<file path="src/verilog/cpu_defines.svh">
// Shared widths and sizes for the microcoded CPU
// IDB, control store, register file and page table dimensions
`ifndef CPU_DEFINES_SVH
`define CPU_DEFINES_SVH

// Internal data bus and register width
`define WORD_W 16

// Control store geometry
`define CS_WORD_W 64   // Full microword
`define CS_ADDR_W 10   // 1024 microwords
`define CS_PART_W 2    // Selects one of four 16-bit parts

// Register file
`define REG_SEL_W 3    // 8 general registers

// Memory management
`define LPAGE_W 6      // 64 page table entries
`define PPN_W 14       // Physical page number
`define PT_VALID_BIT 15  // Entry valid flag in a page table write

`endif

</file>
<file path="src/verilog/cpu_pkg.sv">
// Microword layout and opcode encodings for the microprogram engine
// Both microword views share the format and halt bits at the top
`include "cpu_defines.svh"

package cpu_pkg;

  typedef enum logic [2:0] {
    ALU_LOAD,  // Result = operand
    ALU_ADD,   // Dst + operand
    ALU_SUB,   // Dst - operand
    ALU_AND,
    ALU_OR,
    ALU_XOR,
    ALU_SHL,   // Operand << 1
    ALU_SHR    // Operand >> 1, logical
  } alu_op_e;

  typedef enum logic [1:0] {
    JMP_ALWAYS,
    JMP_ZERO,     // Last ALU result was zero
    JMP_NONZERO,
    JMP_NEG       // Last ALU result had MSB set
  } jump_cond_e;

  typedef struct packed {
    logic                  fmt;      // 0 here, bit 63
    logic                  halt;     // Stop after this word
    logic                  emit;     // Put result on IDB
    alu_op_e               op;
    logic [`REG_SEL_W-1:0] dst;
    logic [`REG_SEL_W-1:0] src;
    logic                  use_imm;  // Operand from imm, not src
    logic [`WORD_W-1:0]    imm;
    logic [`CS_WORD_W-2*`REG_SEL_W-`WORD_W-8:0] spare;
  } alu_word_s;

  typedef struct packed {
    logic                  fmt;      // 1 here
    logic                  halt;
    jump_cond_e            cond;
    logic [`CS_ADDR_W-1:0] target;
    logic [`CS_WORD_W-`CS_ADDR_W-5:0] spare;
  } jump_word_s;

  // Same 64 bits, decoded by the format bit
  typedef union packed {
    alu_word_s  alu;
    jump_word_s jmp;
  } cs_word_u;

endpackage

</file>
<file path="src/verilog/cs_fetch_if.sv">
// Microword fetch path between the engine and the control store
// Word and its valid strobe follow a fetch by one cycle
`include "cpu_defines.svh"

interface cs_fetch_if
  import cpu_pkg::*;
();

  logic                  fetch;       // Single-cycle request
  logic [`CS_ADDR_W-1:0] addr;        // Microword address
  logic                  word_valid;  // Word returned
  cs_word_u              word;

  modport engine (
    output fetch, addr,
    input  word_valid, word
  );

  modport store (
    input  fetch, addr,
    output word_valid, word
  );

endinterface

</file>
<file path="src/verilog/micro_engine.sv">
// Microprogram engine with PC, 8 x 16-bit register file and ALU
// Runs fetch/execute pairs from start_addr until a halt word, emits results on IDB
`include "cpu_defines.svh"

module micro_engine
  import cpu_pkg::*;
(
  input  logic                  sysclk,
  input  logic                  reset,
  input  logic                  start,       // Ignored while busy
  input  logic [`CS_ADDR_W-1:0] start_addr,
  cs_fetch_if.engine            fetch_port,
  output logic [`WORD_W-1:0]    idb_out,     // Zero unless emitting
  output logic                  idb_valid,
  output logic                  busy,
  output logic                  done         // One cycle after halt word
);

  localparam int NUM_REGS = 1 << `REG_SEL_W;

  typedef enum logic [1:0] {
    ST_IDLE,
    ST_FETCH,  // Fetch strobe out
    ST_EXEC    // Word arrives, execute
  } eng_state_e;

  eng_state_e            state;
  logic [`CS_ADDR_W-1:0] pc;                // Microprogram counter
  logic [`WORD_W-1:0]    regs [NUM_REGS];
  logic                  zero_flag;
  logic                  neg_flag;
  cs_word_u              uword;             // Current microword
  logic                  exec;
  logic [`WORD_W-1:0]    operand;
  logic [`WORD_W-1:0]    dst_val;
  logic [`WORD_W-1:0]    alu_result;
  logic                  take_jump;
  logic [`CS_ADDR_W-1:0] next_pc;
  logic [`WORD_W-1:0]    emit_data;

  assign uword            = fetch_port.word;
  assign exec             = (state == ST_EXEC) && fetch_port.word_valid;
  assign fetch_port.fetch = (state == ST_FETCH);
  assign fetch_port.addr  = pc;
  assign busy             = (state != ST_IDLE);

  // ALU on the ALU view of the word
  always_comb begin
    operand = uword.alu.use_imm ? uword.alu.imm : regs[uword.alu.src];
    dst_val = regs[uword.alu.dst];
    case (uword.alu.op)
      ALU_LOAD: alu_result = operand;
      ALU_ADD:  alu_result = dst_val + operand;
      ALU_SUB:  alu_result = dst_val - operand;
      ALU_AND:  alu_result = dst_val & operand;
      ALU_OR:   alu_result = dst_val | operand;
      ALU_XOR:  alu_result = dst_val ^ operand;
      ALU_SHL:  alu_result = {operand[`WORD_W-2:0], 1'b0};
      ALU_SHR:  alu_result = {1'b0, operand[`WORD_W-1:1]};
      default:  alu_result = operand;
    endcase
  end

  // Branch decision on the jump view, flags from last ALU result
  always_comb begin
    case (uword.jmp.cond)
      JMP_ALWAYS:  take_jump = 1'b1;
      JMP_ZERO:    take_jump = zero_flag;
      JMP_NONZERO: take_jump = !zero_flag;
      JMP_NEG:     take_jump = neg_flag;
      default:     take_jump = 1'b0;
    endcase
    next_pc = (uword.jmp.fmt && take_jump) ? uword.jmp.target : pc + 1'b1;  // Wraps
  end

  always_ff @(posedge sysclk) begin
    if (reset) begin
      state     <= ST_IDLE;
      pc        <= '0;
      zero_flag <= 1'b0;
      neg_flag  <= 1'b0;
      done      <= 1'b0;
      idb_valid <= 1'b0;
      for (int i = 0; i < NUM_REGS; i++) begin
        regs[i] <= '0;
      end
    end else begin
      done      <= 1'b0;  // Strobes
      idb_valid <= 1'b0;
      case (state)
        ST_IDLE: begin
          if (start) begin
            pc    <= start_addr;
            state <= ST_FETCH;  // First fetch next cycle
          end
        end
        ST_FETCH: state <= ST_EXEC;
        ST_EXEC: begin
          if (exec) begin
            pc    <= next_pc;
            state <= uword.alu.halt ? ST_IDLE : ST_FETCH;
            done  <= uword.alu.halt;  // Halt bit common to both views
            if (!uword.alu.fmt) begin
              regs[uword.alu.dst] <= alu_result;
              zero_flag           <= (alu_result == '0);
              neg_flag            <= alu_result[`WORD_W-1];
              idb_valid           <= uword.alu.emit;
            end
          end
        end
        default: state <= ST_IDLE;
      endcase
    end
  end

  // Emit data register
  always_ff @(posedge sysclk) begin
    if (exec && !uword.alu.fmt && uword.alu.emit) begin
      emit_data <= alu_result;
    end
  end

  assign idb_out = idb_valid ? emit_data : '0;  // Wired-OR source

endmodule

</file>
<file path="src/flat_wrapper.sv">
// flat-port wrapper written by rule: the top's interface ports become plain ports
module micro_engine_flat import cpu_pkg::*;
  (sysclk, reset, start, start_addr, idb_out, idb_valid, busy, done, fetch_port_fetch, fetch_port_addr, fetch_port_word_valid, fetch_port_word);
  cs_fetch_if fetch_port_i ();
  input  logic sysclk;
  input  logic reset;
  input  logic start;
  input  logic [`CS_ADDR_W-1:0] start_addr;
  output logic [`WORD_W-1:0] idb_out;
  output logic idb_valid;
  output logic busy;
  output logic done;
  output wire logic [$bits(fetch_port_i.fetch)-1:0] fetch_port_fetch;
  output wire logic [$bits(fetch_port_i.addr)-1:0] fetch_port_addr;
  input wire logic [$bits(fetch_port_i.word_valid)-1:0] fetch_port_word_valid;
  input wire logic [$bits(fetch_port_i.word)-1:0] fetch_port_word;
  assign fetch_port_fetch = fetch_port_i.fetch;
  assign fetch_port_addr = fetch_port_i.addr;
  assign fetch_port_i.word_valid = fetch_port_word_valid;
  assign fetch_port_i.word = fetch_port_word;
  micro_engine u_core (.sysclk(sysclk), .reset(reset), .start(start), .start_addr(start_addr), .fetch_port(fetch_port_i), .idb_out(idb_out), .idb_valid(idb_valid), .busy(busy), .done(done));
endmodule
</file>
<file path="config.mk">
export PLATFORM = sky130hd
export DESIGN_NAME = micro_engine_flat
export DESIGN_NICKNAME = d
export VERILOG_FILES = /design/src/verilog/cpu_pkg.sv /design/src/verilog/cs_fetch_if.sv /design/src/verilog/micro_engine.sv /design/src/flat_wrapper.sv
export VERILOG_INCLUDE_DIRS = /design/src /design/src/verilog
export SDC_FILE = /design/constraint.sdc
export NUM_CORES = 1
export LEC_CHECK = 0
export BUFFER_PORTS_ARGS = -buffer_cell sky130_fd_sc_hd__buf_2
export CORE_AREA = 2 2 193 195
export DETAILED_ROUTE_END_ITERATION = 12
export DIE_AREA = 0 0 195 197
export RECOVER_POWER = 50
export REMOVE_ABC_BUFFERS = 1
export SETUP_SLACK_MARGIN = 0.5
export SLEW_MARGIN = 20
export SYNTH_ARGS = -nofsm -noshare
export SYNTH_HDL_FRONTEND = slang
export SYNTH_SLANG_ARGS = --single-unit
</file>
<file path="constraint.sdc">
create_clock -name sysclk -period 4.59 [get_ports sysclk]
set_clock_uncertainty 0.1 [all_clocks]
set_input_delay 0 -clock sysclk [delete_from_list [all_inputs] [get_ports sysclk]]
set_output_delay 0 -clock sysclk [all_outputs]
set_load 0.02 [all_outputs]
</file>
# Word-level counts from Yosys, hierarchy flattened
# Memory sizes are Yosys's and may differ from the RTL's.
# Cells that the tools add are included.
# op_classes
n_addsub	3
eq_ne	14
n_mux	22
n_bitwise	6
reduce_logical	18
# ops
op	count
$pmux W16 S8	1
$mux W16	3
$mux W10	3
$pmux W10 S2	1
$add A16 B16 Y16	1
$and A16 B16 Y16	1
$logic_not A16 Y1	1
$or A16 B16 Y16	1
$reduce_or A16 Y1	1
$sub A16 B16 Y16	1
$xor A16 B16 Y16	1
$eq A3 B3 Y1 const B	4
$add A10 B1 Y10 const B	1
$mux W1	9
$eq A2 B2 Y1 const B	3
$eq A3 B2 Y1 const B	2
$pmux W2 S3	1
$reduce_and A3 Y1	2
$eq A2 B1 Y1 const B	2
$logic_and A1 B1 Y1	4
$logic_not A2 Y1	2
$mux W2	2
$pmux W1 S4	1
$reduce_bool A2 Y1	2
other kinds (10)	13
# totals
register_bits	32
ram_bits	128
in_bits	78
out_inout_bits	30
elab_cells	71
memories	1
# mem_list
memory	words	word_bits	read_ports	rd_ports_with_merged_regs	wr	line_no	text
u_core.regs	8	16	2	0	8	micro_engine.sv:29	logic [`WORD_W-1:0] regs [NUM_REGS];

# Longest topological paths before layout
# Gate-level depths: netlist (run 1).
# depth
depth_word	8
ltp_mapped	25
mapped_depth_nobuf	21

# Least setup slack after synthesis (run 1)
# No wires, ideal clock.
# synth_timing
path_kind	register to register
from	memory u_core.regs[5][6] (netlist name)
to	register u_core.zero_flag
setup_time_ps	57
arrival_time_ps	4775
t_required_ps	4433
setup_slack_ps	-342
path_stages_with_launch	20
path_cell_list	edfxtp_1 -> mux4_1 -> mux2_2 -> mux2_4 -> or4_4 -> nor4_4 -> nand2_1 -> o21ai_0 -> xnor2_1 -> ha_1 -> a21o_1 -> a21oi_1 -> o21a_1 -> a31oi_1 -> and4_1 -> o32ai_4 -> inv_1 -> nor4_1 -> nor4b_2 -> a21o_1
# synth_rtl
element	line_no	text
start: declaration	micro_engine.sv:29	
end signal: assignment	micro_engine.sv:105	zero_flag <= (alu_result == '0);
end: declaration	micro_engine.sv:30	logic zero_flag;

==> impl_metrics.toml, run 1 <==
[finish]
drive_gt1_share_pct = 28.3
num_antenna_cells = 0
seq_area_um2 = 4640
fill_cells = 3608
fin_cells = 1783
fin_area_um2 = 13900
fin_nets = 1430
area_delta_synth_final_pct = 28.7
utilization_pct = 38.3
multi_input_area_um2 = 5970

[route]
vias_per_cell = 5.50
route.detailed.drc = 0
final_antenna_net_count = 0
wl_per_cell_um = 21.8
first_pass_iters = 6
routed_wirelength_um = 38900
dr_total_vias = 9807
drtIter0Drc = 1079

[critical_path]
path_max_fanout = 3
r2r-end = "u_core.zero_flag$_SDFFE_PP0P_"
cp-endpoint = "u_core.zero_flag$_SDFFE_PP0P_"
start_kind = "flop"
critical_path_class = "reg -> reg"
worstRegToRegCells = 21
crit_start = "u_core.regs[3][6]$_SDFFCE_PN0P_"
critPathRequiredTime_ns = 4.82
crit_arrival_ns = 5.11
reg2reg_slack_ns = -0.29
endpoint_kind = "flop"
rr_startpoint = "u_core.regs[3][6]$_SDFFCE_PN0P_"

[sta]
fmaxAchievable_mhz = 205
worst_slew_pin_slew_ns = 1.42
hold_violations = 0
maxSlewViolCount = 0
grt_setup_unrepaired = "true"
fin_crit_ns = 4.88
post-route-period-util_pct = 106
setup_viol = 57
slew_headroom_pct = 5.24
holdWs_ns = 0.0561
setup_ws_ns = -0.292

[floorplanning]
num_io_pins = 108
die_width_um = 195
row_count = 70
dieArea_um2 = 38400
die_h_um = 197
core-area_um2 = 36300
start_util_pct = 29.8

[place]
hpwl_um = 27000
io_buffers = 72
routabilityCongestion = 0.929
dpl_cell_area_um2 = 12500
dp_cells = 1713

[job]
drv_cap = 0

[clocking]
cts_tree = "done"
cts.sinks = 160
clk-insertion-delay-late_ns = 0.43
numCtsBuffers = 17
h-tree-depth = 4
clk_path_buf_depth = 2
clkTransAtPathRegs_ns = 0.07
cts-root-buf = "clkbuf_16"

[synthesis]
synth_edf_count = 144
syn_inst = 1103
synth-seq-area-share_pct = 43.1
ys_types = 79
ys_ff_latch = 160
synth-main-ff-cell = "edfxtp_1"
synthArstFlopShare_pct = 0
postSynthAreaPerCell_um2 = 9.78
yosys_warnings = 0
syn_area_um2 = 10800

[pwr]
p_leak_nw = 5.56
vdd_ir_drop_max_mv = 0.203
p_per_area_nw_per_um2 = 332

[status]
status = "finished, violations left"
violations = "negative setup slack"

[global_route]
grt_pass1_wl_um = 58200
grt_pass1_vias = 9597
antenna_found_initial = 0
grt_overflow = 0
track_usage_pct = 20.0
grt_max_degree = 48

[hold_path]
min_path_cells = 5
holdCritPathClass = "in -> reg"
## through the flow
stage,total power [mW],setup slack [ns],TNS [ns]
finish,4.60,-0.292,-7.68
global route,4.79,-0.442,-15.78
CTS,4.46,-0.272,-5.28
detailed placement,2.92,-0.501,-10.57
global placement,2.91,-0.475,-9.61
floorplan,2.36,-0.366,-3.89
## cells in the final DEF, fill, tap and decap left out, types with 7 or more instances in the layout
cell,instances
nand3_1,16
nor2_4,14
nor2_1,173
o22ai_1,22
dfxtp_1,16
inv_2,9
a31oi_1,9
and2_1,16
nor2_2,20
a211oi_1,19
nand2b_1,16
xnor2_1,18
clkbuf_1,24
nand2_1,52
mux2i_1,41
buf_2,51
a22o_1,15
a21o_1,7
clkbuf_16,18
and2_0,12
o21ai_0,15
or2_2,7
dlygate4sd3_1,16
o31a_1,7
a22oi_1,47
ha_1,48
edfxtp_1,144
nor2b_1,9
a21oi_1,55
mux4_2,18
and4_1,7
xor2_1,8
and3_1,9
inv_1,48
a221oi_1,8
buf_4,145
buf_6,11
nor3_1,8
## synthesized netlist by cell type, types with 21 or more instances
cell      number  area (um2)
a211oi_1      22         165
and2_1        26         163
mux2i_1       42         420
edfxtp_1     144        4320
o21ai_0       21         105
clkbuf_1      56         210
nor2_1       206         773
a21oi_1       59         295
ha_1          49         613
a22oi_1       47         353
nand2_1       52         195
inv_1         55         206
o22ai_1       22         138
## layer usage
layer  vias up  GRT usage [%]  part of all wire, %
met3        81           2.91                  8.5
met5         -              0                    0
met1      4726           25.8                   40
met4         0           8.26                  3.3
met2       531           33.6                   48
li1       4469              -                    -
## sequential cells by signal, indices dropped and copies added, names as in the netlist
signal	flops
u_core.zero_flag	1
u_core.fetch_port.addr	10
u_core.regs	128
u_core.done	1
u_core.idb_valid	1
u_core.neg_flag	1
u_core.state	2
u_core.emit_data	16
## kinds of logic (layout without fill, tap and decap cells)
logic type | count (synthesis) | in the layout | synth area share (%)
adders and majority gates | 50 | 50 | 5.87
DFF | 160 | 160 | 43.1
xor gates and xnor gates | 29 | 29 | 2.48
AOI/OAI and AO/OA | 266 | 266 | 17.2
and+or+nand+nor | 398 | 398 | 17.4
muxes | 67 | 67 | 8.66
buffers and inverters | 133 | 345 | 5.29
## critical path, stage by stage (launching register included)
cell      delay [ns]
edfxtp_1        0.39
mux4_2          0.48
mux2_4          0.29
mux2_4          0.26
or4_4           0.45
nor4_4          0.25
buf_4           0.16
nor2_2          0.04
xnor2_1         0.14
ha_2            0.19
or4_4           0.52
o211ai_1        0.19
buf_4           0.15
buf_6           0.10
a31oi_4         0.10
nor4_2          0.26
buf_4           0.18
o32ai_4         0.09
inv_2           0.10
nor4_2          0.04
nor4b_2         0.15
a21o_1          0.15
## layout make-up
type / instances / share of cell area [%]
Clock inverter: 15 / 1.35
Multi-Input combinational cell: 810 / 43.0
Tap cell: 468 / 4.22
Inverter: 59 / 1.63
Sequential cell: 160 / 33.4
Clock buffer: 17 / 3.06
Timing Repair Buffer: 254 / 13.3
## worst min path at each step
stage,from,to
4_1_cts,fetch_port_word[55],u_core.fetch_port.addr[5]$_SDFFE_PP0P_
3_5_place_dp,fetch_port_word[62],u_core.state[0]$_SDFFE_PP0P_
5_1_grt,fetch_port_word[55],u_core.fetch_port.addr[5]$_SDFFE_PP0P_
6_report,fetch_port_word[55],u_core.fetch_port.addr[5]$_SDFFE_PP0P_
3_3_place_gp,fetch_port_word[62],u_core.state[0]$_SDFFE_PP0P_
2_1_floorplan,reset,u_core.idb_valid$_SDFF_PP0_
## report_power, final
group          internal [mW]  leakage [nW]  switching (mW)
Clock                  0.785         0.299           0.667
Combinational          0.644          3.66           0.828
Sequential              1.64          1.60          0.0375
Total                   3.07          5.56            1.53
## what timing repair did
action | in CTS | in global routing
cloned | 1 | 1
hold buffers | 16 | 0
resized for setup | 53 | 78
pin swaps | 23 | 28
setup buffers | 8 | 12
hold endpoints to repair | 15 | 0
endpoints found under the setup margin | 101 | 101
Power figures use the tool's default switching activity.
==> inputs of run 2 (changes only) <==
CORE_AREA = 2 2 153 185   (was 2 2 193 195)
DIE_AREA = 0 0 155 187   (was 0 0 195 197)
==> impl_metrics.toml, run 2 (synthesized netlist as in run 1, its figures left out) <==
[status]
status = "finished, violations left"
violations = "negative setup slack"

[critical_path]
critical_path_class = "reg -> reg"
crit_arrival_ns = 5.00
endpoint_kind = "flop"
start_kind = "flop"
critPathRequiredTime_ns = 4.67
path_max_fanout = 5

[clocking]
clk_path_buf_depth = 2
cts_tree = "done"
cts-root-buf = "clkbuf_16"
cts.sinks = 160
h-tree-depth = 4
numCtsBuffers = 17
clk-insertion-delay-late_ns = 0.43
clkTransAtPathRegs_ns = 0.07

[finish]
top_register = "u_core.regs"
num_antenna_cells = 0
area_delta_synth_final_pct = 33.7
final_cell_mix = "159 x buf_4, 157 x nor2_1, 144 x edfxtp_1"
final_common_cell = "buf_4"
largest_reg_flops = 128
drive_gt1_share_pct = 32.3
fin_nets = 1477

[sta]
fin_crit_ns = 4.91
post-route-period-util_pct = 107
hold_violations = 0
grt_setup_unrepaired = "true"
setup_ws_ns = -0.322
maxSlewViolCount = 0
slew_headroom_pct = 2.39
worst_slew_pin_slew_ns = 1.46
fmaxAchievable_mhz = 204
setup_viol = 49
holdWs_ns = 0.103

[job]
drv_cap = 0

[global_route]
grt_pass1_wl_um = 58500
antenna_found_initial = 0
track_usage_pct = 26.8
grt_max_degree = 48
grt_overflow = 0
grt_pass1_vias = 9955

[route]
drtIter0Drc = 1084
dr_total_vias = 10100
route.detailed.drc = 0
first_pass_iters = 6
routed_wirelength_um = 39500
wl_per_cell_um = 23.1
final_antenna_net_count = 0
vias_per_cell = 5.91

[pwr]
vdd_ir_drop_max_mv = 0.256
p_leak_nw = 5.83
p_per_area_nw_per_um2 = 333
finalPower_mw = 4.80

[floorplanning]
dieArea_um2 = 29000
die_h_um = 187
core-area_um2 = 27400
start_util_pct = 39.4
die_width_um = 155
num_io_pins = 108
row_count = 67

[hold_path]
holdCritPathClass = "in -> reg"

[place]
routabilityCongestion = 0.913
io_buffers = 72
hpwl_um = 27400
## run 2: cell types whose count changed in the layout (fill, tap and decap cells not counted), moves of 4 or more
cell,before,now
nor2_1,173,157
clkbuf_1,24,32
inv_6,6,1
and2_1,16,20
nor2_2,20,26
clkinv_8,4,0
inv_1,48,43
nor2_4,14,24
dlygate4sd3_1,16,21
buf_2,51,47
buf_6,11,32
buf_4,145,159
and2_0,12,8
## run 2: critical path, stage by stage, from the launching register on
cell and delay [ns]:
edfxtp_1 0.40, mux4_2 0.47, mux2_4 0.29, mux2_4 0.27, or4_4 0.51, nor4_4 0.22, buf_4 0.19, a31oi_4 0.08
xnor2_2 0.14, ha_1 0.36, buf_4 0.14, nand3_1 0.07, a211oi_2 0.22, nor2_1 0.07, nor3_1 0.33, a2111oi_4 0.06
xnor3_1 0.23, a21oi_4 0.27, clkbuf_16 0.21, nor2_1 0.04
## run 2: per-stage QoR
step	setup TNS [ns]	instance area [um2]	worst slack [ns]	utilization, %	std cells
floorplan	-3.89	10400	-0.366	-	1029
global placement	-8.74	12500	-0.508	45.7	1613
detailed placement	-10.11	12500	-0.560	45.7	1613
CTS	-4.85	13700	-0.324	50.1	1683
global route	-17.45	14400	-0.515	52.6	1707
finish	-7.66	14400	-0.322	52.6	1707
## run 2: final cells by class
class	count	area, um2
Tap cell	345	432
Sequential cell	160	4640
Clock inverter	13	163
Fill cell	2405	13000
Multi-Input combinational cell	810	6170
Timing Repair Buffer	301	2340
Clock buffer	19	443
Inverter	59	231
## run 2: what timing repair did
action / in CTS / in global routing
cloned: 3 / 4
resized for setup: 63 / 152
hold endpoints to repair: 15 / 0
setup buffers: 14 / 20
pin swaps: 39 / 66
hold buffers: 21 / 0
setup endpoints to repair: 101 / 110
## run 2: final timing paths
check / start / end / slack (ns) / depth (start not counted)
worst max-delay path: u_core.regs[0][6]$_SDFFCE_PN0P_ / u_core.regs[7][15]$_SDFFCE_PN0P_ / -0.32 / 19
worst min-delay path: fetch_port_word[56] / u_core.fetch_port.addr[6]$_SDFFE_PP0P_ / 0.10 / 5
worst max register to register: u_core.regs[0][6]$_SDFFCE_PN0P_ / u_core.regs[7][15]$_SDFFCE_PN0P_ / -0.32 / 19
worst min register to register: u_core.state[0]$_SDFFE_PP0P_ / u_core.state[0]$_SDFFE_PP0P_ / 0.40 / 1
## run 2: power by group
group	leakage [nW]	switching, mW	internal, mW	total, mW
logic	3.94	0.883	0.773	1.66
clock network	0.291	0.592	0.871	1.46
registers	1.60	0.0373	1.64	1.68
total	5.83	1.51	3.29	4.80
## run 2: per-layer routing
metal	GRT usage, %	share of wire [%]	up-vias
met1	33.9	39	4882
met4	12.8	4.9	0
met3	3.29	7.7	128
met5	0	0	-
li1	-	-	4543
met2	45.3	49	540
