File: src/verilog/cpu_defines.svh
// Shared widths and sizes for the microcoded CPU
// IDB, control store, register file and page table dimensions
`ifndef CPU_DEFINES_SVH
`define CPU_DEFINES_SVH

// Internal data bus and register width
`define WORD_W 16

// Control store geometry
`define CS_WORD_W 64   // Full microword
`define CS_ADDR_W 10   // 1024 microwords
`define CS_PART_W 2    // Selects one of four 16-bit parts

// Register file
`define REG_SEL_W 3    // 8 general registers

// Memory management
`define LPAGE_W 6      // 64 page table entries
`define PPN_W 14       // Physical page number
`define PT_VALID_BIT 15  // Entry valid flag in a page table write

`endif

File: src/verilog/mmu_page_table.sv
// Memory management page table
// Maps a logical page to a PPN with fault on invalid entry, passthrough with protection off
`include "cpu_defines.svh"

module mmu_page_table (
  input  logic                sysclk,
  input  logic                reset,
  input  logic                pt_wr,       // Page table entry write
  input  logic [`LPAGE_W-1:0] pt_index,
  input  logic [`WORD_W-1:0]  idb_in,      // PPN and valid flag
  input  logic                xlat,        // Translate request
  input  logic [`PPN_W-1:0]   la_page,     // Logical page
  input  logic                poni,        // Memory protection on
  output logic [`PPN_W-1:0]   ppn,
  output logic                ppn_valid,
  output logic                page_fault
);

  localparam int PT_DEPTH = 1 << `LPAGE_W;

  logic [`PPN_W-1:0]   pt_ppn [PT_DEPTH];  // Stored physical pages
  logic [PT_DEPTH-1:0] pt_valid;           // Entry valid flags
  logic [`LPAGE_W-1:0] xlat_index;
  logic                entry_valid;

  assign xlat_index  = la_page[`LPAGE_W-1:0];  // Low bits select the entry
  assign entry_valid = pt_valid[xlat_index];

  always_ff @(posedge sysclk) begin
    if (pt_wr) begin
      pt_ppn[pt_index] <= idb_in[`PPN_W-1:0];
    end
  end

  always_ff @(posedge sysclk) begin
    if (reset) begin
      pt_valid <= '0;  // All entries invalid
    end else if (pt_wr) begin
      pt_valid[pt_index] <= idb_in[`PT_VALID_BIT];
    end
  end

  // Translation result one cycle after xlat
  always_ff @(posedge sysclk) begin
    if (xlat) begin
      if (poni) begin
        ppn <= entry_valid ? pt_ppn[xlat_index] : '0;  // Zero on fault
      end else begin
        ppn <= la_page;  // Direct logical-to-physical
      end
    end
  end

  always_ff @(posedge sysclk) begin
    if (reset) begin
      ppn_valid  <= 1'b0;
      page_fault <= 1'b0;
    end else begin
      ppn_valid  <= xlat;
      page_fault <= xlat && poni && !entry_valid;
    end
  end

endmodule

File: config.mk
export PLATFORM = sky130hd
export DESIGN_NAME = mmu_page_table
export DESIGN_NICKNAME = d
export VERILOG_FILES = /design/src/verilog/mmu_page_table.sv
export VERILOG_INCLUDE_DIRS = /design/src /design/src/verilog
export SDC_FILE = /design/constraint.sdc
export NUM_CORES = 1
export LEC_CHECK = 0
export BUFFER_PORTS_ARGS = -buffer_cell sky130_fd_sc_hd__buf_2
export CORE_MARGIN = 1
export CORE_UTILIZATION = 25
export DETAILED_ROUTE_END_ITERATION = 6
export GPL_ROUTABILITY_DRIVEN = 0
export SYNTH_ARGS = -nofsm -noshare
export SYNTH_HDL_FRONTEND = slang
export SYNTH_SLANG_ARGS = --single-unit
File: constraint.sdc
create_clock -name sysclk -period 2.96 [get_ports sysclk]
set_clock_uncertainty 0.05 [all_clocks]
set_input_delay 0.444 -clock sysclk [delete_from_list [all_inputs] [get_ports sysclk]]
set_output_delay 0.444 -clock sysclk [all_outputs]
set_load 0.02 [all_outputs]
# ---- Yosys cells after proc, flatten, opt, wreduce, memory -nomap -nowiden
# Memories as Yosys holds them, arrays and structs flattened.
# Index checks and enable logic that the tools add are counted.
# Widths: inputs -> output; s select.
dict set report classes {
  reduce_logical 4
  muxes 9
  magnitude_cmp 3
}
# cell n
set ops {}
lappend ops {{$bwmux 64} 1}
lappend ops {{$mux 14} 2}
lappend ops {{$lt 6x7->1 const B} 2}
lappend ops {{$bmux 1 s6} 1}
lappend ops {{$demux 1 s6} 1}
lappend ops {{$ge 6x1->1 const B} 1}
lappend ops {{$mux 1} 4}
lappend ops {{$logic_and 1x1->1} 3}
lappend ops {{$logic_not 1->1} 1}
dict set report totals {
  ram_bits 896
  n_memories 1
  reg_bits 80
  wordCells 21
}
# memory depth width read_ports rd_clocked_by_memory_dff wr line
set memory_table {}
lappend memory_table {pt_ppn 64 14 1 0 1 mmu_page_table.sv:21} ;# logic [`PPN_W-1:0] pt_ppn [PT_DEPTH];

# ---- Longest topological paths before layout
# Gate-level depths: netlist (run 1).
dict set report depth {
  word_depth 5
  depth_mapped 13
  ltp_nobuf 6
}

# ---- Worst setup path after synthesis (run 1)
# OpenSTA, ideal clock, no wires.
dict set report synth_path {
  path_type {input-to-reg}
  from {input port la_page[1]}
  to {register ppn[12], data pin}
  path_buffers 4
  setup_time_ns 0.272
  setup_slack_ns 0.433
  arrival_ns 2.206
  t_required_ns 2.638
  path_stages 9
  cell_sequence {buf_2 buf_4 buf_2 clkbuf_1 mux4_1 a22oi_1 a21oi_1 nor4b_1 a211oi_1}
}
dict set report synth_via {
  elab_chain_len 4
  word_cells_on_any_way 5
}
# item line
set synth_lines {}
lappend synth_lines {{from (decl)} mmu_page_table.sv:12} ;# input logic [`PPN_W-1:0] la_page,
lappend synth_lines {{$bmux 1 s6} mmu_page_table.sv:27} ;# assign entry_valid = pt_valid[xlat_index];
lappend synth_lines {{$mux 1 (implied by the code)} mmu_page_table.sv:27}
lappend synth_lines {{$mux 14 *} mmu_page_table.sv:47} ;# ppn <= entry_valid ? pt_ppn[xlat_index] : '0;
lappend synth_lines {{$mux 14 *} mmu_page_table.sv:46} ;# if (poni) begin
lappend synth_lines {{to (signal assigned)} mmu_page_table.sv:47}
lappend synth_lines {{to (signal assigned)} mmu_page_table.sv:49} ;# ppn <= la_page;
lappend synth_lines {{to (decl)} mmu_page_table.sv:14} ;# output logic [`PPN_W-1:0] ppn,
# Every way passes the cells marked *; elsewhere a longest branch is shown, timed or not. The select of a mux whose other input is x is not followed.
# A chain may end at the register's enable or synchronous reset.

# ---- Worst setup path in the final report (run 1)
dict set report layout_path {
  from {memory pt_ppn[56][7] in the netlist's numbering}
  to {register ppn[7], data pin}
}
dict set report layout_via {
  elab_chain_len 3
}
# item line
set layout_lines {}
lappend layout_lines {{from (decl)} mmu_page_table.sv:21}
lappend layout_lines {{$mem_v2 64x14} -}
lappend layout_lines {{$mux 14} mmu_page_table.sv:47}
lappend layout_lines {{$mux 14} mmu_page_table.sv:46}
# Every way passes these cells.

==> results.md, run 1 <==
- Outcome: complete, no violations
- Fin util: between 20 and 30%
- CP Launch Type: register
- Vias per inst: ~4.6
- Post-CTS Setup Repair Bufs: 0
- Wirelength, routed: between 90,000 and 100,000 um
- Final Critical Period: around 2700 ps
- Clock buffer depth: 3
- Crit path DAT: 3010 ps
- Fin area: 0.04603 mm^2
- Inst Count DP: 4,249
- DRC violations left: 0
- # IOs: 57
- CTS clock-pin slew for the worst setup and hold paths: 70 ps
- Crit end category: register
- Post-synthesis compound-gate area fraction: under 10%
- Pre-antenna DRT Iters: 5
- Sequential element share of the synthesized area: between 70 and 80%
- Largest net degree at the start of global routing: 65
- Asr flop ratio synth: 0%
- Max-Cap Viols: 0
- Placed cell areas: around 0.043 mm^2
- Final setup fails: 0
- Synth warn: 0
- Post-synth top flop: edfxtp_1
- Via count: just over 20,000
- Power Density: approximately 640 mW/mm^2
- Register bit total from synthesis: ~980
- Gr usage total: around an eighth
- Leak pwr: between 15 and 20 nW
- Commonest non-fill, non-tap cells in the layout: edfxtp_1, buf_4, mux2i_1
- Antenna-violating nets left: 0
- Syn Area/Cell: between 15 and 20 um^2
- Post-CTS resize count: 0
- Post-Syn Instances: between 2,000 and 2,500
- Rel. slew slack: around a fifth
- VDD IR max: around 0.42 mV
- Vias in the first global route: about 20,000
- Worst EP required: 3300 ps
- Dpl hpwl: 62,680 um
- Std-Cell Rows: between 100 and 150
- Layout cells sized above 1: a little under a quarter
- Final-stage net count: ~2,300
- Cell variety after synth: 56
- Inserted Clock Buffers: 97
- H-tree Lvls: 3
- Fillers: about 15,000
- Synth Area in Adders: 0%
- Mux contribution to synthesized area: between 10% and 20%
- Hold Path Class: in2reg
- Final period util: between 90 and 100%
- CTS Hold Buffers Added: 0
- GRT overflow: 0
- Die Y: roughly 400 um
- Setup Crit Path Kind: reg2reg
- Finished Layout Cells: between 4,000 and 5,000
- Fmax achieved: between 300 and 400 MHz
- Post-synthesis net count: ~2,100
- CP max FO: 1
- Post-synthesis simple-gate area fraction: 3.138%
- First-pass GRT wire length: between 100,000 and 150,000 um
- Root buffer cell: clkbuf_16
- Layout area overhead: 18.75%
- DIE AREA: 0.1566 mm^2
- Slew Limit Fails: 0
- Clock Sinks: ~980
- Post-synth EDFFs: roughly 900
- Initial Util: 25.16%
- Wirelength per Cell: 22.35 um
- Post-synthesis xor/xnor area fraction: 0%
- Final hold vios: 0
- Measured slew at the worst slew-check pin: around 1200 ps
- Final setup TNS: 0 ps
- Synthesized cell area: between 0.03 and 0.04 mm^2
- Largest family of logic cells by synthesized area: multiplexers
- Antenna violations before repair: 16
- Port bufs: 55
- Most common cell after layout, fill and taps aside: edfxtp_1
- RSZ-0062 raised after global routing: no
- CTS tree: yes
- Die Width: between 300 and 400 um
- Core Area: between 0.15 and 0.2 mm^2
- Worst-skew pair later-pin latency: between 600 and 700 ps
- Initial DRC Count: a little under 2,000
==> kinds of logic after synthesis <==
| logic type | Yosys count |
|---|---|
| buffers and inverters | 147 |
| AO/OA/AOI/OAI | 326 |
| multiplexers | 345 |
| AND/OR/NAND/NOR | 262 |
| flip-flops | 976 |
==> final cells by class <==
type	count	area [um^2]	share of cell area [%]
sequential	976	28650	62.24
multi-input combinational	933	9109	19.79
tap	2044	2557	5.557
clock buffer	108	2521	5.478
timing repair buffer	285	2336	5.075
clock inverter	73	805.8	1.751
inverter	11	41.29	0.08971
antenna	3	7.507	0.01631
==> metrics by stage <==
stage	worst slack, ps	power [W]	hold slack, ps
finish	290.1	0.02968	70.73
global route	216.1	0.03048	87.54
floorplan	432.8	0.01634	398.7
global placement	-268.4	0.01713	410.3
detailed placement	-224.6	0.01715	414.7
CTS	288.2	0.02989	43.70
==> routing by layer <==
metal | wire [um] | vias to the layer above | GRT usage [%]
met5 | 47 | - | 0
met4 | 2535 | 8 | 4.075
met3 | 5903 | 133 | 2.092
met2 | 46150 | 664 | 19.47
met1 | 44430 | 10740 | 17.31
li1 | - | 8938 | -
==> state kept, by name, summed over array words and instances (netlist names) <==
register and cells:
ppn_valid 1, ppn 14, pt_ppn 896, pt_valid 64
page_fault 1
==> final timing paths <==
kind	start	endpoint	slack, ps	depth (start not counted)
worst max-delay path	pt_ppn[56][7]$_DFFE_PP_	ppn[7]$_DFFE_PP_	290	8
worst min-delay path	la_page[8]	ppn[8]$_DFFE_PP_	70	3
worst min register to register	pt_valid[43]$_SDFFE_PP0P_	pt_valid[43]$_SDFFE_PP0P_	420	2
worst max register to register	pt_ppn[56][7]$_DFFE_PP_	ppn[7]$_DFFE_PP_	290	8
==> cells in the mapped netlist, types with 4 or more instances <==
master	count	area, um^2
edfxtp_1	910	27330
mux2i_1	159	1592
nand2_1	95	356.6
mux4_2	86	1937
o21ai_0	79	395.4
a21oi_1	76	380.4
mux4_1	76	1997
nor2_1	76	285.3
a22oi_1	72	540.5
dfxtp_1	66	1321
clkbuf_1	57	214.0
a211oi_1	29	217.7
buf_2	24	120.1
mux2_2	23	259.0
nand3_1	22	110.1
o22ai_1	20	125.1
buf_6	19	214.0
buf_8	12	180.2
inv_1	11	41.29
nor2b_1	11	68.82
nor3_1	11	55.05
a2111oi_0	10	87.58
a31oi_1	9	56.30
and2_1	9	56.30
o32ai_1	9	78.83
o2111a_1	8	90.09
buf_4	7	52.55
o2111ai_1	7	61.31
nand2b_1	6	37.54
nor4b_1	6	52.55
buf_12	5	100.1
nand3b_1	5	37.54
buf_1	4	15.01
==> critical path, stage by stage (launching register included) <==
cell       delay, ps
edfxtp_1         360
mux4_1           510
mux2_2           310
o2111ai_1        210
buf_4            160
a31oi_1          250
nor4b_1          340
buf_4            180
a211oi_1          40
==> where the power goes <==
part / total [W] / switching, W / leakage [nW] / internal [W]
sequential: 0.0152 / 0.0000303 / 8.74 / 0.0152
combinational: 0.00164 / 0.00102 / 4.71 / 0.000615
clock: 0.0128 / 0.00523 / 1.65 / 0.00761
No activity file was read; power rests on OpenSTA's default activity.
==> run 2: changes to the inputs <==
--- a/config.mk
+++ b/config.mk
@@ -6,7 +6,7 @@
 export SDC_FILE = /design/constraint.sdc
 export NUM_CORES = 1
 export LEC_CHECK = 0
-export BUFFER_PORTS_ARGS = -buffer_cell sky130_fd_sc_hd__buf_2
+export BUFFER_PORTS_ARGS = -buffer_cell sky130_fd_sc_hd__buf_4
 export CORE_MARGIN = 1
 export CORE_UTILIZATION = 25
 export DETAILED_ROUTE_END_ITERATION = 6
==> results.md, run 2 (synthesis gave the netlist of run 1 again) <==
- Outcome: complete, no violations
- Fillers: about 15,000
- Antenna violations before repair: 15
- Initial DRC Count: between 1,500 and 2,000
- First-pass GRT wire length: about 140,000 um
- Rel. slew slack: between 10% and 20%
- Measured slew at the worst slew-check pin: about 1300 ps
- Worst Hold End: ppn[9]$_DFFE_PP_
- Via count: approximately 21,000
- Final Critical Period: approximately 3000 ps
- Met2 usage in global routing: 19.62%
- DRC violations left: 0
- CTS tree: yes
- Final setup fails: 0
- VDD IR max: about 0.44 mV
- Inserted Clock Buffers: between 90 and 100
- Layout cells sized above 1: roughly 23%
- Wirelength per Cell: roughly 22 um
- Std-Cell Rows: approximately 140
- Met1 usage: between 15 and 20%
- Hold Crit Depth: 3
- Slew Limit Fails: 0
- Wirelength, routed: about 99,000 um
- GR peak layer: met2
- Fmax achieved: between 300 and 400 MHz
- R2r endpoint: ppn[10]$_DFFE_PP_
- GRT overflow: 0
- CTS clock-pin slew for the worst setup and hold paths: ~60 ps
- Largest regs: pt_ppn: 896 flops, pt_valid: 64 flops, ppn: 14 flops
- Number of flip-flops in the largest register: 896
- Clock power share: between 40 and 50%
- RR Startpoint: pt_ppn[25][10]$_DFFE_PP_
- Crit end category: register
- Core Area: 0.1540 mm^2
- RSZ-0062 raised after global routing: no
- Leak pwr: 15.01 nW
- Int Power: around 0.023 W
- Setup Crit Path Kind: reg2reg
- Register Area: between 0.02 and 0.03 mm^2
- Antenna-violating nets left: 0
- Worst EP required: 3290 ps
- Final period util: 99.66%
- Root buffer cell: clkbuf_16
- Initial Util: 25.16%
- Vias per inst: 4.632
- Crit path DAT: about 3300 ps
- CP max stage cell: a211oi_1
- Pre-antenna DRT Iters: 5
- Sequential fraction of design power: between 50% and 60%
- Met3 GRT Util: 2.149%
- CP max FO: 1
- Power Density: around 630 mW/mm^2
- # IOs: 57
- CP Launch Type: register
- Layout area overhead: 18.35%
- Dpl hpwl: around 60,000 um
- Gr usage total: between 10% and 20%
- Largest net degree at the start of global routing: 66
- Fin util: between 20% and 30%
- Worst-skew pair later-pin latency: roughly 660 ps
- CTS Hold Buffers Added: 0
- Port bufs: 55
- H-tree Lvls: 3
- Die Width: 395.8 um
- Max-Cap Viols: 0
- Finished Layout Cells: 4,433
- Die Y: 395.8 um
- Commonest non-fill, non-tap cells in the layout: edfxtp_1, buf_4, mux2i_1
- Vias in the first global route: around 20,000
- Hold Path Class: in2reg
- Net Sw Frac: a little over a fifth
- Reg2Reg Depth: 7
- Final-stage net count: 2,352
- Switching power: between 0.006 and 0.007 W
- Clock Sinks: 976
- Clock buffer depth: 3
- Reg-to-reg slack, setup: just under 10 ps
- Area of the multi-input gates: 0.009109 mm^2
- Worst path max stage delay: a little over 700 ps
- Inst Count DP: roughly 4,300
- Final hold vios: 0
- Most flop-heavy register: pt_ppn
- Most common cell after layout, fill and taps aside: edfxtp_1
- DIE AREA: approximately 0.16 mm^2
- Combinational power share: between 5 and 6%
- Crit path cell chain: mux4_2 > and2_1 > a211oi_1 > a2111oi_0 > nor3_1 > buf_4 > o32ai_1
- Min-Delay Startpoint: la_page[9]
- Post-CTS resize count: 0
- Post-CTS Setup Repair Bufs: 0
-- run 2: worst max path at each step --
stage | endpoint | slack, ps | start | cells past startpoint
finish | ppn[10]$_DFFE_PP_ | 10 | pt_ppn[25][10]$_DFFE_PP_ | 7
global route | ppn[10]$_DFFE_PP_ | 30 | pt_ppn[25][10]$_DFFE_PP_ | 7
CTS | ppn[10]$_DFFE_PP_ | 40 | pt_ppn[25][10]$_DFFE_PP_ | 7
detailed placement | ppn[12]$_DFFE_PP_ | -430 | la_page[0] | 9
global placement | ppn[12]$_DFFE_PP_ | -420 | la_page[0] | 9
floorplan | ppn[12]$_DFFE_PP_ | 430 | la_page[1] | 9
-- run 2: per-layer routing --
layer	wire length, um	vias up	share of wire [%]
li1	-	8951	-
met1	43620	10770	44
met2	46540	690	47
met3	6459	113	6.5
met4	2011	8	2.0
met5	50	-	0.051
-- run 2: through the flow --
stage          TNS (ps)  hold WS, ps  cell area, um^2  total power (W)  setup WS, ps
2_1_floorplan         0        398.7            38760          0.01634         432.8
3_3_place_gp      -2621        408.9            42820          0.01716        -419.4
3_5_place_dp      -2792        411.6            42820          0.01718        -431.1
4_1_cts               0        37.01            45870          0.02893         38.39
5_1_grt               0        87.92            45870          0.02953         29.81
6_report              0        72.95            45870          0.02870         9.935
-- run 2: power groups by stage --
| stage | combinational [W] | clock (W) | sequential [W] |
|---|---|---|---|
| floorplan | 0.000824 | 0 | 0.0155 |
| global placement | 0.00165 | 0 | 0.0155 |
| detailed placement | 0.00167 | 0 | 0.0155 |
| CTS | 0.00167 | 0.0120 | 0.0152 |
| global route | 0.00175 | 0.0126 | 0.0152 |
| finish | 0.00165 | 0.0118 | 0.0152 |
-- run 2: cell type report --
cell class / instances / area share, %
tap: 2044 / 5.575
multi-input combinational: 933 / 19.86
timing repair buffer: 293 / 5.365
antenna: 1 / 0.005455
clock buffer: 127 / 5.878
clock inverter: 48 / 0.7774
inverter: 11 / 0.09001
sequential: 976 / 62.45
-- run 2: critical path: cells and delay by family (launching register included) --
family | cells | cell delay (ps)
compound gates | 3 | 960
simple gates | 2 | 570
mux | 1 | 490
flops | 1 | 380
buf+inv | 1 | 220
==> run 3: changes to the inputs <==
--- a/config.mk
+++ b/config.mk
@@ -7,8 +7,8 @@
 export NUM_CORES = 1
 export LEC_CHECK = 0
 export BUFFER_PORTS_ARGS = -buffer_cell sky130_fd_sc_hd__buf_4
-export CORE_MARGIN = 1
-export CORE_UTILIZATION = 25
+export CORE_MARGIN = 1.5
+export CORE_UTILIZATION = 45
 export DETAILED_ROUTE_END_ITERATION = 6
 export GPL_ROUTABILITY_DRIVEN = 0
 export SYNTH_ARGS = -nofsm -noshare
==> results.md, run 3 (synthesis gave the netlist of run 1 again) <==
- Rel. slew slack: between 15 and 20%
- Crit end category: register
- CP max FO: 1
- Worst Setup SP: pt_ppn[9][1]$_DFFE_PP_
- Most flop-heavy register: pt_ppn
- Largest net degree at the start of global routing: 66
- Met1 usage: around 31%
- First-pass GRT wire length: around 140,000 um
- Std-Cell Rows: around 110
- Final Worst Setup Slack: 368.9 ps
- Placement Setup Slack: -242.1 ps
- Finished Layout Cells: approximately 3,500
- Post-CTS resize count: 0
- CTS clock-pin slew for the worst setup and hold paths: around 60 ps
- Power Density: ~640 mW/mm^2
- Clock Sinks: 976
- RSZ-0062 raised after global routing: no
- Final period util: ~88%
- DIE AREA: 0.08790 mm^2
- Max-Cap Viols: 0
- Worst path max stage delay: just under 500 ps
- RR Startpoint: pt_ppn[9][1]$_DFFE_PP_
- Initial DRC Count: between 1,500 and 2,000
- Die Y: approximately 300 um
- Hold slack final: about 120 ps
- Inst Count DP: approximately 3,300
- Die Width: 296.5 um
- Layout cells sized above 1: 21.45%
- Port bufs: 55
- Crit path DAT: around 3000 ps
- # IOs: between 50 and 60
- Inserted Clock Buffers: 98
- Final Critical Period: between 2000 and 3000 ps
- Worst EP required: approximately 3300 ps
- Wirelength, routed: between 90,000 and 100,000 um
- Min-Delay Startpoint: la_page[10]
- Leak pwr: approximately 15 nW
- Number of flip-flops in the largest register: roughly 900
- CP max stage cell: mux4_1
- Clock buffer depth: 3
- Antenna-violating nets left: 0
- Pre-antenna DRT Iters: 5
- Setup Crit Path Kind: reg2reg
- Fmax achieved: between 300 and 400 MHz
- Met3 GRT Util: under 10%
- H-tree Lvls: 3
- Crit path cell chain: mux4_1 > and2_1 > a211oi_1 > buf_4 > a2111oi_0 > nor3_1 > buf_4 > o32ai_1 > buf_4
- Root buffer cell: clkbuf_16
- Final hold vios: 0
- Wirelength per Cell: approximately 27 um
- Antenna violations before repair: 7
- Hold Path Class: in2reg
- GR peak layer: met2
- Final setup fails: 0
- Fin area: around 0.045 mm^2
- Met2 usage in global routing: a little over a third
- CTS Hold Buffers Added: 0
- Outcome: complete, no violations
- CP Launch Type: register
- Worst-skew pair later-pin latency: roughly 650 ps
- Slew Limit Fails: 0
- GRT overflow: 0
- Initial Util: roughly 45%
- VDD IR max: roughly 0.67 mV
- Final-stage net count: approximately 2,300
- Vias per inst: slightly below 6
- Placed cell areas: between 0.04 and 0.05 mm^2
- Measured slew at the worst slew-check pin: between 1000 and 1500 ps
- Via count: 20,440
- Dpl hpwl: slightly below 60,000 um
- Commonest non-fill, non-tap cells in the layout: edfxtp_1, buf_4, mux2i_1
- Post-CTS Setup Repair Bufs: 0
- Core Area: 0.08528 mm^2
- DRC violations left: 0
- Largest regs: pt_ppn: 896 flops, pt_valid: 64 flops, ppn: 14 flops
- Final setup TNS: 0 ps
- Gr usage total: 22.09%
- Most used cell, CP: buf_4
- Vias in the first global route: 20,470
- CTS tree: yes
- Layout area overhead: 14.85%
- Most common cell after layout, fill and taps aside: edfxtp_1
## run 3: cell count changes in the layout (fill, tap and decap cells not counted), moves of 3 or more
cell        previous run  this run
buf_4                271       236
clkinv_1              12        23
clkinv_2              25        17
bufinv_16              4         8
clkbuf_1              20        24
clkinvlp_4             5         1
clkbuf_16            102        99
clkbuf_8               5         2
inv_6                  1         4
## run 3: final cells by class
cell class	count	area (um^2)
Fill cell	6776	40760
Clock inverter	55	471.7
Tap cell	1144	1431
Inverter	11	41.29
Sequential cell	976	28650
Clock buffer	125	2595
Multi-Input combinational cell	933	9104
Antenna cell	3	7.507
Timing Repair Buffer	259	2218
## run 3: final timing paths
check	cells past startpoint	to	slack [ps]
max	9	ppn[1]$_DFFE_PP_	370
min	3	ppn[10]$_DFFE_PP_	120
max reg2reg	9	ppn[1]$_DFFE_PP_	370
min reg2reg	2	pt_valid[4]$_SDFFE_PP0P_	430
## run 3: through the flow
stage | total power [W] | util, %
after CTS | 0.02890 | 52.19
after global placement | 0.01707 | 48.60
after floorplan | 0.01634 | -
final | 0.02870 | 52.20
after detailed placement | 0.01711 | 48.60
after global routing | 0.02952 | 52.19
## run 3: per-layer routing
layer,part of all wire [%],up-vias
met5,0.094,-
met4,2.3,14
met3,6.7,151
met2,48,677
met1,43,10700
li1,-,8892
## run 3: power by group
part / internal [W] / switching [W] / total [W]
registers: 0.0152 / 0.0000345 / 0.0152
logic: 0.000605 / 0.000992 / 0.00160
clock network: 0.00688 / 0.00501 / 0.0119
## run 3: worst max-delay path, delay by kind of cell (launching register included)
| kind | cells | cell delay [ps] |
|---|---|---|
| compound gates | 3 | 550 |
| buf+inv | 3 | 510 |
| flops | 1 | 350 |
| mux | 1 | 490 |
| simple gates | 2 | 400 |
